$ cat config.mk
export PLATFORM = sky130hd
export DESIGN_NAME = break_counter_selector
export DESIGN_NICKNAME = d
export VERILOG_FILES = /design/src/rtl/break_select_pkg.sv /design/src/rtl/break_value_counter.sv /design/src/rtl/break_row_buffer.sv /design/src/rtl/heuristic_selector.sv /design/src/rtl/break_counter_selector.sv
export SDC_FILE = /design/constraint.sdc
export NUM_CORES = 1
export LEC_CHECK = 0
export BUFFER_PORTS_ARGS = -buffer_cell sky130_fd_sc_hd__buf_4
export CORE_UTILIZATION = 55
export DETAILED_ROUTE_END_ITERATION = 6
export GPL_TIMING_DRIVEN = 1
export PLACE_DENSITY = 0.79
export SLEW_MARGIN = 0
export SYNTH_ARGS = -nofsm -noshare
export SYNTH_HDL_FRONTEND = slang
export SYNTH_HIERARCHICAL = 1
export SYNTH_SLANG_ARGS = --single-unit
export TNS_END_PERCENT = 30
$ cat constraint.sdc
create_clock -name clk -period 15.9 [get_ports clk]
set_clock_uncertainty 0.15 [all_clocks]
set_input_delay 1.59 -clock clk [delete_from_list [all_inputs] [get_ports clk]]
set_output_delay 1.59 -clock clk [all_outputs]
set_load 0.005 [all_outputs]
$ cat src/rtl/break_select_pkg.sv
package break_select_pkg;

    // default problem size, the top level may override both through its parameters
    localparam int NUM_CLAUSES_DEF = 20; // clauses held by the clause table
    localparam int NUM_ROWS_DEF    = 3;  // literals per clause, so one candidate row per literal

    // a break value can reach the full clause count, hence the +1
    localparam int NUM_CLAUSES_BITS_DEF = $clog2(NUM_CLAUSES_DEF + 1);

    // the random source is shared with the rest of the solver and its width never changes
    localparam int RAND_BITS = 8;

    // noise probability of 0x40 / 0x100, one random pick in four when no freebie exists
    localparam logic [RAND_BITS - 1 : 0] NOISE_THRESH_DEF = 8'h40;

    // why a candidate was chosen
    // freebie has code zero so that a cleared result register reads as freebie
    typedef enum logic [1:0] {
        REASON_FREEBIE = 2'd0, // some row breaks no clause
        REASON_NOISE   = 2'd1, // random walk step
        REASON_GREEDY  = 2'd2  // lowest break value among the rows
    } select_reason_t;

endpackage

$ cat src/rtl/break_value_counter.sv
`timescale 1ns/1ps

// counts how many live clauses one candidate flip would break
// purely combinational, the selector samples the result one cycle after the rows settle
module break_value_counter #(
    parameter int NUM_CLAUSES      = break_select_pkg::NUM_CLAUSES_DEF,
    parameter int NUM_CLAUSES_BITS = break_select_pkg::NUM_CLAUSES_BITS_DEF
) (
    input  logic [NUM_CLAUSES - 1 : 0]      clause_broken_i, // 1 where the flip would break clause k
    input  logic [NUM_CLAUSES - 1 : 0]      mask_bits_i,     // clause table valid mask
    output logic [NUM_CLAUSES_BITS - 1 : 0] break_value_o,   // number of live clauses broken
    output logic [NUM_CLAUSES - 1 : 0]      clause_broken_o  // masked vector, passed downstream
);

    logic [NUM_CLAUSES - 1 : 0]      masked_bits;
    logic [NUM_CLAUSES_BITS - 1 : 0] sum_steps [NUM_CLAUSES]; // running total after bit i

    // empty slots of the clause table must never count as broken
    assign masked_bits = clause_broken_i & mask_bits_i;

    // ripple chain of incrementers, one stage per clause
    assign sum_steps[0] = NUM_CLAUSES_BITS'(masked_bits[0]);

    genvar i;
    generate
        for (i = 1; i < NUM_CLAUSES; i = i + 1) begin : g_sum
            assign sum_steps[i] = sum_steps[i - 1] + NUM_CLAUSES_BITS'(masked_bits[i]);
        end
    endgenerate

    assign break_value_o   = sum_steps[NUM_CLAUSES - 1]; // last stage holds the full count
    assign clause_broken_o = masked_bits; // the chosen row's vector goes on to the flip logic

endmodule

$ cat src/rtl/break_row_buffer.sv
`timescale 1ns/1ps

// collects the break vectors of one unsatisfied clause, one literal per strobe
// rows past NUM_ROWS are dropped until the batch closes with row_last_i
module break_row_buffer #(
    parameter int NUM_CLAUSES = break_select_pkg::NUM_CLAUSES_DEF,
    parameter int NUM_ROWS    = break_select_pkg::NUM_ROWS_DEF
) (
    input  logic                                           clk,
    input  logic                                           rst_i,
    input  logic                                           row_valid_i,   // one row per strobe
    input  logic                                           row_last_i,    // closes the batch
    input  logic [NUM_CLAUSES - 1 : 0]                     row_bits_i,
    output logic [NUM_ROWS - 1 : 0][NUM_CLAUSES - 1 : 0]   rows_o,
    output logic [$clog2(NUM_ROWS + 1) - 1 : 0]            valid_count_o, // rows stored last batch
    output logic                                           batch_full_o   // one cycle after last row
);

    localparam int COUNT_BITS = $clog2(NUM_ROWS + 1); // must hold NUM_ROWS itself

    logic [COUNT_BITS - 1 : 0]                   wr_ptr;     // next free slot, stops at NUM_ROWS
    logic [NUM_ROWS - 1 : 0][NUM_CLAUSES - 1 : 0] rows_q;
    logic                                         has_room;   // the current strobe lands in a slot
    logic [COUNT_BITS - 1 : 0]                    stored_cnt; // rows held once this strobe is taken

    assign has_room   = (wr_ptr < COUNT_BITS'(NUM_ROWS));
    assign stored_cnt = has_room ? wr_ptr + COUNT_BITS'(1) : wr_ptr;

    // each accepted strobe writes the slot under the write pointer
    always_ff @(posedge clk) begin
        if (row_valid_i && has_room) begin
            for (int r = 0; r < NUM_ROWS; r++) begin
                if (wr_ptr == COUNT_BITS'(r)) begin
                    rows_q[r] <= row_bits_i; // only the addressed slot moves
                end
            end
        end
    end

    always_ff @(posedge clk) begin
        if (rst_i) begin
            wr_ptr        <= '0;
            valid_count_o <= '0;
            batch_full_o  <= 1'b0;
        end else begin
            batch_full_o <= 1'b0; // a pulse, never held
            if (row_valid_i) begin
                if (row_last_i) begin
                    // freeze the batch size for the selector and rewind for the next clause
                    valid_count_o <= stored_cnt;
                    batch_full_o  <= 1'b1;
                    wr_ptr        <= '0;
                end else if (has_room) begin
                    wr_ptr <= wr_ptr + COUNT_BITS'(1);
                end
                // overflow rows without row_last_i leave the pointer parked at NUM_ROWS
            end
        end
    end

    // the selector reads the rows in the batch_full cycle
    // the next batch is not allowed to write before then, so no copy is needed
    assign rows_o = rows_q;

endmodule

$ cat src/rtl/heuristic_selector.sv
`timescale 1ns/1ps

// WalkSAT candidate choice over the break values of one batch
// freebie first, then a noise step with probability NOISE_THRESH / 256, then greedy
module heuristic_selector #(
    parameter int NUM_CLAUSES      = break_select_pkg::NUM_CLAUSES_DEF,
    parameter int NUM_ROWS         = break_select_pkg::NUM_ROWS_DEF,
    parameter int NUM_CLAUSES_BITS = break_select_pkg::NUM_CLAUSES_BITS_DEF,
    parameter logic [break_select_pkg::RAND_BITS - 1 : 0] NOISE_THRESH =
        break_select_pkg::NOISE_THRESH_DEF
) (
    input  logic                                              clk,
    input  logic                                              rst_i,
    input  logic                                              start_i,        // batch is complete
    input  logic [$clog2(NUM_ROWS + 1) - 1 : 0]               valid_count_i,  // rows to consider
    input  logic [NUM_ROWS - 1 : 0][NUM_CLAUSES_BITS - 1 : 0] break_values_i,
    input  logic [NUM_ROWS - 1 : 0][NUM_CLAUSES - 1 : 0]      broken_vecs_i,
    input  logic [break_select_pkg::RAND_BITS - 1 : 0]        rand_i,
    output logic                                              done_o,         // result valid pulse
    output logic [((NUM_ROWS > 1) ? $clog2(NUM_ROWS) : 1) - 1 : 0] sel_row_o,
    output logic [NUM_CLAUSES_BITS - 1 : 0]                   break_value_o,
    output break_select_pkg::select_reason_t                  reason_o,
    output logic [NUM_CLAUSES - 1 : 0]                        clause_broken_o
);

    localparam int COUNT_BITS = $clog2(NUM_ROWS + 1);
    localparam int IDX_BITS   = (NUM_ROWS > 1) ? $clog2(NUM_ROWS) : 1; // at least one bit

    logic                                 free_found; // some valid row breaks nothing
    logic [IDX_BITS - 1 : 0]              free_idx;   // lowest such row
    logic [IDX_BITS - 1 : 0]              min_idx;    // lowest row holding the minimum
    logic [NUM_CLAUSES_BITS - 1 : 0]      min_val;
    logic [IDX_BITS - 1 : 0]              noise_idx;  // rand_i folded onto the valid rows
    logic                                 take_noise;
    logic [IDX_BITS - 1 : 0]              pick_idx;
    break_select_pkg::select_reason_t     pick_reason;

    // scan the valid rows once, ascending, so ties resolve to the lower index
    always_comb begin
        free_found = 1'b0;
        free_idx   = '0;
        min_idx    = '0;
        min_val    = break_values_i[0]; // a batch always holds at least row 0
        for (int r = 0; r < NUM_ROWS; r++) begin
            if (COUNT_BITS'(r) < valid_count_i) begin
                if (!free_found && (break_values_i[r] == '0)) begin
                    free_found = 1'b1;
                    free_idx   = IDX_BITS'(r);
                end
                if (break_values_i[r] < min_val) begin // strict compare keeps the first minimum
                    min_val = break_values_i[r];
                    min_idx = IDX_BITS'(r);
                end
            end
        end
    end

    // modulo by the batch size keeps the random walk inside the stored rows
    // valid_count_i is zero only after reset, before the first batch has closed
    assign noise_idx  = (valid_count_i == '0) ? '0 : IDX_BITS'(rand_i % valid_count_i);
    assign take_noise = (rand_i < NOISE_THRESH);

    always_comb begin
        if (free_found) begin
            pick_idx    = free_idx; // a free flip always wins, noise is not consulted
            pick_reason = break_select_pkg::REASON_FREEBIE;
        end else if (take_noise) begin
            pick_idx    = noise_idx;
            pick_reason = break_select_pkg::REASON_NOISE;
        end else begin
            pick_idx    = min_idx;
            pick_reason = break_select_pkg::REASON_GREEDY;
        end
    end

    // results are sampled at the end of the start cycle and then held until the next batch
    always_ff @(posedge clk) begin
        if (rst_i) begin
            done_o          <= 1'b0;
            sel_row_o       <= '0;
            break_value_o   <= '0;
            reason_o        <= break_select_pkg::REASON_FREEBIE;
            clause_broken_o <= '0;
        end else begin
            done_o <= start_i; // exactly one cycle after the batch_full pulse
            if (start_i) begin
                sel_row_o       <= pick_idx;
                break_value_o   <= break_values_i[pick_idx];
                reason_o        <= pick_reason;
                clause_broken_o <= broken_vecs_i[pick_idx]; // already masked by the counter
            end
        end
    end

endmodule

$ cat src/rtl/break_counter_selector.sv
`timescale 1ns/1ps

// candidate scoring stage: row buffer, one break counter per row, WalkSAT selector
// last row sampled at edge n, batch_full during cycle n+1, done_o during cycle n+2
module break_counter_selector #(
    parameter int NUM_CLAUSES      = break_select_pkg::NUM_CLAUSES_DEF,
    parameter int NUM_ROWS         = break_select_pkg::NUM_ROWS_DEF,
    parameter int NUM_CLAUSES_BITS = break_select_pkg::NUM_CLAUSES_BITS_DEF,
    parameter logic [break_select_pkg::RAND_BITS - 1 : 0] NOISE_THRESH =
        break_select_pkg::NOISE_THRESH_DEF
) (
    input  logic                                       clk,
    input  logic                                       rst_i,
    input  logic                                       row_valid_i,
    input  logic                                       row_last_i,
    input  logic [NUM_CLAUSES - 1 : 0]                 row_bits_i,
    input  logic [NUM_CLAUSES - 1 : 0]                 mask_i,    // held stable for the batch
    input  logic [break_select_pkg::RAND_BITS - 1 : 0] rand_i,    // stable in the batch_full cycle
    output logic                                       done_o,
    output logic [((NUM_ROWS > 1) ? $clog2(NUM_ROWS) : 1) - 1 : 0] sel_row_o,
    output logic [NUM_CLAUSES_BITS - 1 : 0]            break_value_o,
    output break_select_pkg::select_reason_t           reason_o,
    output logic [NUM_CLAUSES - 1 : 0]                 clause_broken_o
);

    localparam int COUNT_BITS = $clog2(NUM_ROWS + 1);

    logic [NUM_ROWS - 1 : 0][NUM_CLAUSES - 1 : 0]      rows;         // raw break vectors
    logic [COUNT_BITS - 1 : 0]                         valid_count;
    logic                                              batch_full;
    logic [NUM_ROWS - 1 : 0][NUM_CLAUSES_BITS - 1 : 0] break_values; // one count per row
    logic [NUM_ROWS - 1 : 0][NUM_CLAUSES - 1 : 0]      broken_vecs;  // rows after masking

    break_row_buffer #(
        .NUM_CLAUSES (NUM_CLAUSES),
        .NUM_ROWS    (NUM_ROWS)
    ) i_break_row_buffer (
        .clk           (clk),
        .rst_i         (rst_i),
        .row_valid_i   (row_valid_i),
        .row_last_i    (row_last_i),
        .row_bits_i    (row_bits_i),
        .rows_o        (rows),
        .valid_count_o (valid_count),
        .batch_full_o  (batch_full)
    );

    // every candidate is scored in parallel against the same clause table mask
    genvar r;
    generate
        for (r = 0; r < NUM_ROWS; r = r + 1) begin : g_counter
            break_value_counter #(
                .NUM_CLAUSES      (NUM_CLAUSES),
                .NUM_CLAUSES_BITS (NUM_CLAUSES_BITS)
            ) i_break_value_counter (
                .clause_broken_i (rows[r]),
                .mask_bits_i     (mask_i),
                .break_value_o   (break_values[r]),
                .clause_broken_o (broken_vecs[r])
            );
        end
    endgenerate

    heuristic_selector #(
        .NUM_CLAUSES      (NUM_CLAUSES),
        .NUM_ROWS         (NUM_ROWS),
        .NUM_CLAUSES_BITS (NUM_CLAUSES_BITS),
        .NOISE_THRESH     (NOISE_THRESH)
    ) i_heuristic_selector (
        .clk             (clk),
        .rst_i           (rst_i),
        .start_i         (batch_full),   // decide in the cycle after the last row
        .valid_count_i   (valid_count),
        .break_values_i  (break_values),
        .broken_vecs_i   (broken_vecs),
        .rand_i          (rand_i),
        .done_o          (done_o),
        .sel_row_o       (sel_row_o),
        .break_value_o   (break_value_o),
        .reason_o        (reason_o),
        .clause_broken_o (clause_broken_o)
    );

endmodule

==> metrics.md <==
| Metric | Value |
|---|---|
| Post-cts sizing count | 0 |
| Synth Register Bits | 95 |
| Net count, final | roughly 970 |
| Syn Nets | 904 |
| CTS Buf Count | 9 |
| Logic pwr share | a little over half |
| Post-synthesis sequential area ratio | 34.3% |
| Final Cycle Share | about 84% |
| Synth unique cells | 66 |
| Sequential power share | 26.5% |
| Post-DR vias/cell | 5.88 |
| Status | completed |
| Max-slew violations | 0 |
| Reg clk slew, reported paths | 0.07 ns |
| FILL cells | just under 1,000 |
| Multi-input combinational cell area | around 4200 µm² |
| Async S/R FF share, synth | 0% |
| Synth Warn # | 6 |
| Slowest stage delay, CP | roughly 0.8 ns |
| CP max FO | 27 |
| Gr usage total | between 20% and 30% |
| N_diodes | 0 |
| Area Overhead vs Synth | 13.7% |
| Post-CTS Setup Bufs | 0 |
| IO Pins | 82 |
| Initial DRC count | approximately 430 |
| Post-Syn Area | 7300 µm² |
| Placement row count | 41 |
| FF/Latch Area | approximately 2500 µm² |
| Int Pwr | just over 600 µW |
| Die Height | 117 µm |
| Vias in the first global route | between 5,000 and 6,000 |
| Hold slack | about 0.34 ns |
| First-pass GRT wire length | 28.6 mm |
| Setup CP Type | input port to flop |
| Cell Area, Placed | between 8000 and 9000 µm² |
| CP most frequent cell | ha_1 |
| Final HPWL DP | around 14 mm |
| Pwr Density | 127 nW/µm² |
| Initial core utilization | a little under three fifths |
| Layout Cell Area excl Fill | approximately 8300 µm² |
| Via count | about 5,900 |
| RePlAce Congestion | approximately 0.9 |
| Core ar. | 12,800 µm² |
| Syn Inst Count | around 760 |
| Pre-Repair DR Iteration Count | 5 |
| Startpoint Class | input port |
| Clk sinks | 95 |
| Final setup fails | 0 |
| Initial antenna violation count | 0 |
| Grt total ovfl | 0 |
| Max-Cap Viols | 0 |
| Max VDD drop | just over 0.07 mV |
| Die X-Extent | approximately 120 µm |
| Worst Path Arrival | around 14 ns |
| Post-route minimum period | around 13 ns |
| Hold Path Class | flop to flop |
| Cts hold-fix bufs | 0 |
| Avg Inst Size Synth | between 9 and 10 µm² |
| Total die area | ~14,000 µm² |
| Fin. Hold Viols | 0 |
| Root Driver | clkbuf_16 |
| Clock share of power | between 20% and 30% |
| NetSw | ~430 µW |
| Setup TNS Final | 0 ns |
| Switching Share | between 40% and 50% |
| CTS tree | yes |
| Worst path slowest cell | mux2i_4 |
| Port bufs | 81 |
| Leak Pwr | around 3.7 nW |
| Crit end category | flop |
| Largest net degree at the start of global routing | 36 |
| CP required | between 15 and 20 ns |
| Worst slew pin tran | around 1.3 ns |
| RSZ-0062 raised after global routing | false |
| EDFF count, synth | 60 |
| Worst-Skew Late Latency | approximately 0.35 ns |
| Clock Path Buffers | 2 |
| WL/cell | roughly 18 µm |
| Slew margin rel. | around 16% |
| Routed Antenna Nets | 0 |
| Share of cells above drive strength 1 | ~18% |
| Dominant synthesized flop cell | edfxtp_1 |
| Max Freq | 74.7 MHz |
| Drt drc | 0 |
| Detailed-route wire length | between 15 and 20 mm |
| CTS H-tree depth | 3 |
==> flip-flops by register name (all words and copies together) (netlist names) <==
register / cells
i_heuristic_selector/sel_row_o: 2
i_heuristic_selector/reason_o: 2
i_break_row_buffer/valid_count_o: 2
i_break_row_buffer/rows_o: 60
i_heuristic_selector/done_o: 1
i_heuristic_selector/clause_broken_o: 20
i_break_row_buffer/batch_full_o: 1
i_heuristic_selector/break_value_o: 5
i_break_row_buffer/wr_ptr: 2
==> kinds of logic after synthesis <==
kind of cell / Yosys count / synth area share, %
and+or+nand+nor: 252 / 17.0
adders and majority gates: 91 / 20.0
xor gates and xnor gates: 8 / 0.959
buffers and inverters: 145 / 8.03
muxes: 13 / 2.11
DFF: 95 / 34.3
AOI/OAI and AO/OA: 157 / 17.6
==> area by class of cell <==
class / instances / share of cell area, %
inverter: 113 / 5.11
sequential: 95 / 30.1
tap: 172 / 2.59
timing repair buffer: 85 / 7.68
clock inverter: 7 / 0.859
clock buffer: 9 / 2.71
multi-input combinational: 521 / 50.9
==> final timing paths <==
path | start | end | slack [ns] | cells after the start
setup / recovery | rand_i[7] | i_heuristic_selector/clause_broken_o[19]$_SDFFE_PP0P_ | 2.52 | 48
hold / removal | i_heuristic_selector/reason_o[0]$_SDFFE_PP0P_ | i_heuristic_selector/reason_o[0]$_SDFFE_PP0P_ | 0.34 | 2
setup reg to reg | i_break_row_buffer/valid_count_o[0]$_SDFFE_PP0P_ | i_heuristic_selector/clause_broken_o[19]$_SDFFE_PP0P_ | 3.03 | 48
hold reg to reg | i_heuristic_selector/reason_o[0]$_SDFFE_PP0P_ | i_heuristic_selector/reason_o[0]$_SDFFE_PP0P_ | 0.34 | 2
==> cells in the mapped netlist (21+ instances only) <==
cell	n	area, µm²
ha_1	48	601
dfxtp_1	35	701
a311oi_2	21	315
nand2_1	83	312
a211o_1	26	228
fa_1	43	861
edfxtp_1	60	1800
o21ai_0	40	200
inv_1	113	424
and2_1	27	169
nand3_1	34	170
nor2_1	48	180
==> metrics by stage <==
step	util, %	total power [mW]	std cells	setup WS [ns]
after floorplan	-	0.699	761	4.39
after global placement	62.7	0.801	986	3.10
after detailed placement	62.7	0.832	986	2.36
after CTS	65.0	1.05	1002	2.71
after global routing	65.0	1.13	1002	1.59
final	65.0	1.06	1002	2.52
==> critical path: cells and delay by family <==
family / cells / cell delay [ns]
AO/OA/AOI/OAI: 20 / 4.37
AND/OR/NAND/NOR: 13 / 3.15
adder cells (fa/ha/maj): 8 / 2.30
multiplexers: 4 / 1.81
buffers and inverters: 3 / 0.27
==> power groups by stage <==
| stage | Clock, mW | Combinational (mW) | Sequential (mW) |
|---|---|---|---|
| 6_report | 0.214 | 0.561 | 0.280 |
| 5_1_grt | 0.229 | 0.619 | 0.281 |
| 4_1_cts | 0.218 | 0.552 | 0.280 |
| 3_5_place_dp | 0 | 0.547 | 0.285 |
| 3_3_place_gp | 0 | 0.517 | 0.285 |
| 2_1_floorplan | 0 | 0.416 | 0.283 |
==> placed cells by master, fill, tap and decap left out, types with 3 or more instances in the layout <==
cell type,n
nor4_1,3
a21o_1,7
a21oi_1,14
a211o_1,26
o211ai_1,3
fa_1,43
nor2_2,3
o21ai_1,4
xnor2_1,5
a311oi_2,21
o21ai_0,40
and2_1,27
or3_1,3
nand3_1,34
a311oi_1,7
or2_2,4
nor4_2,3
nor2b_1,8
xor2_1,3
nor2_1,48
ha_1,48
nand2b_1,10
edfxtp_1,60
nand2_1,83
a211oi_1,6
nor3_1,12
nand3b_1,3
inv_1,113
buf_4,85
o21a_1,6
dfxtp_1,34
clkbuf_16,9
mux2i_1,9
==> per-layer routing <==
| metal | vias up | GRT usage [%] | wire (µm) |
|---|---|---|---|
| li1 | 2767 | - | - |
| met1 | 2798 | 32.9 | 7190 |
| met2 | 265 | 47.7 | 8830 |
| met3 | 60 | 5.41 | 1290 |
| met4 | 0 | 13.2 | 580 |
| met5 | - | 0 | 0 |
Note: power is estimated with default switching activity, not from simulation.
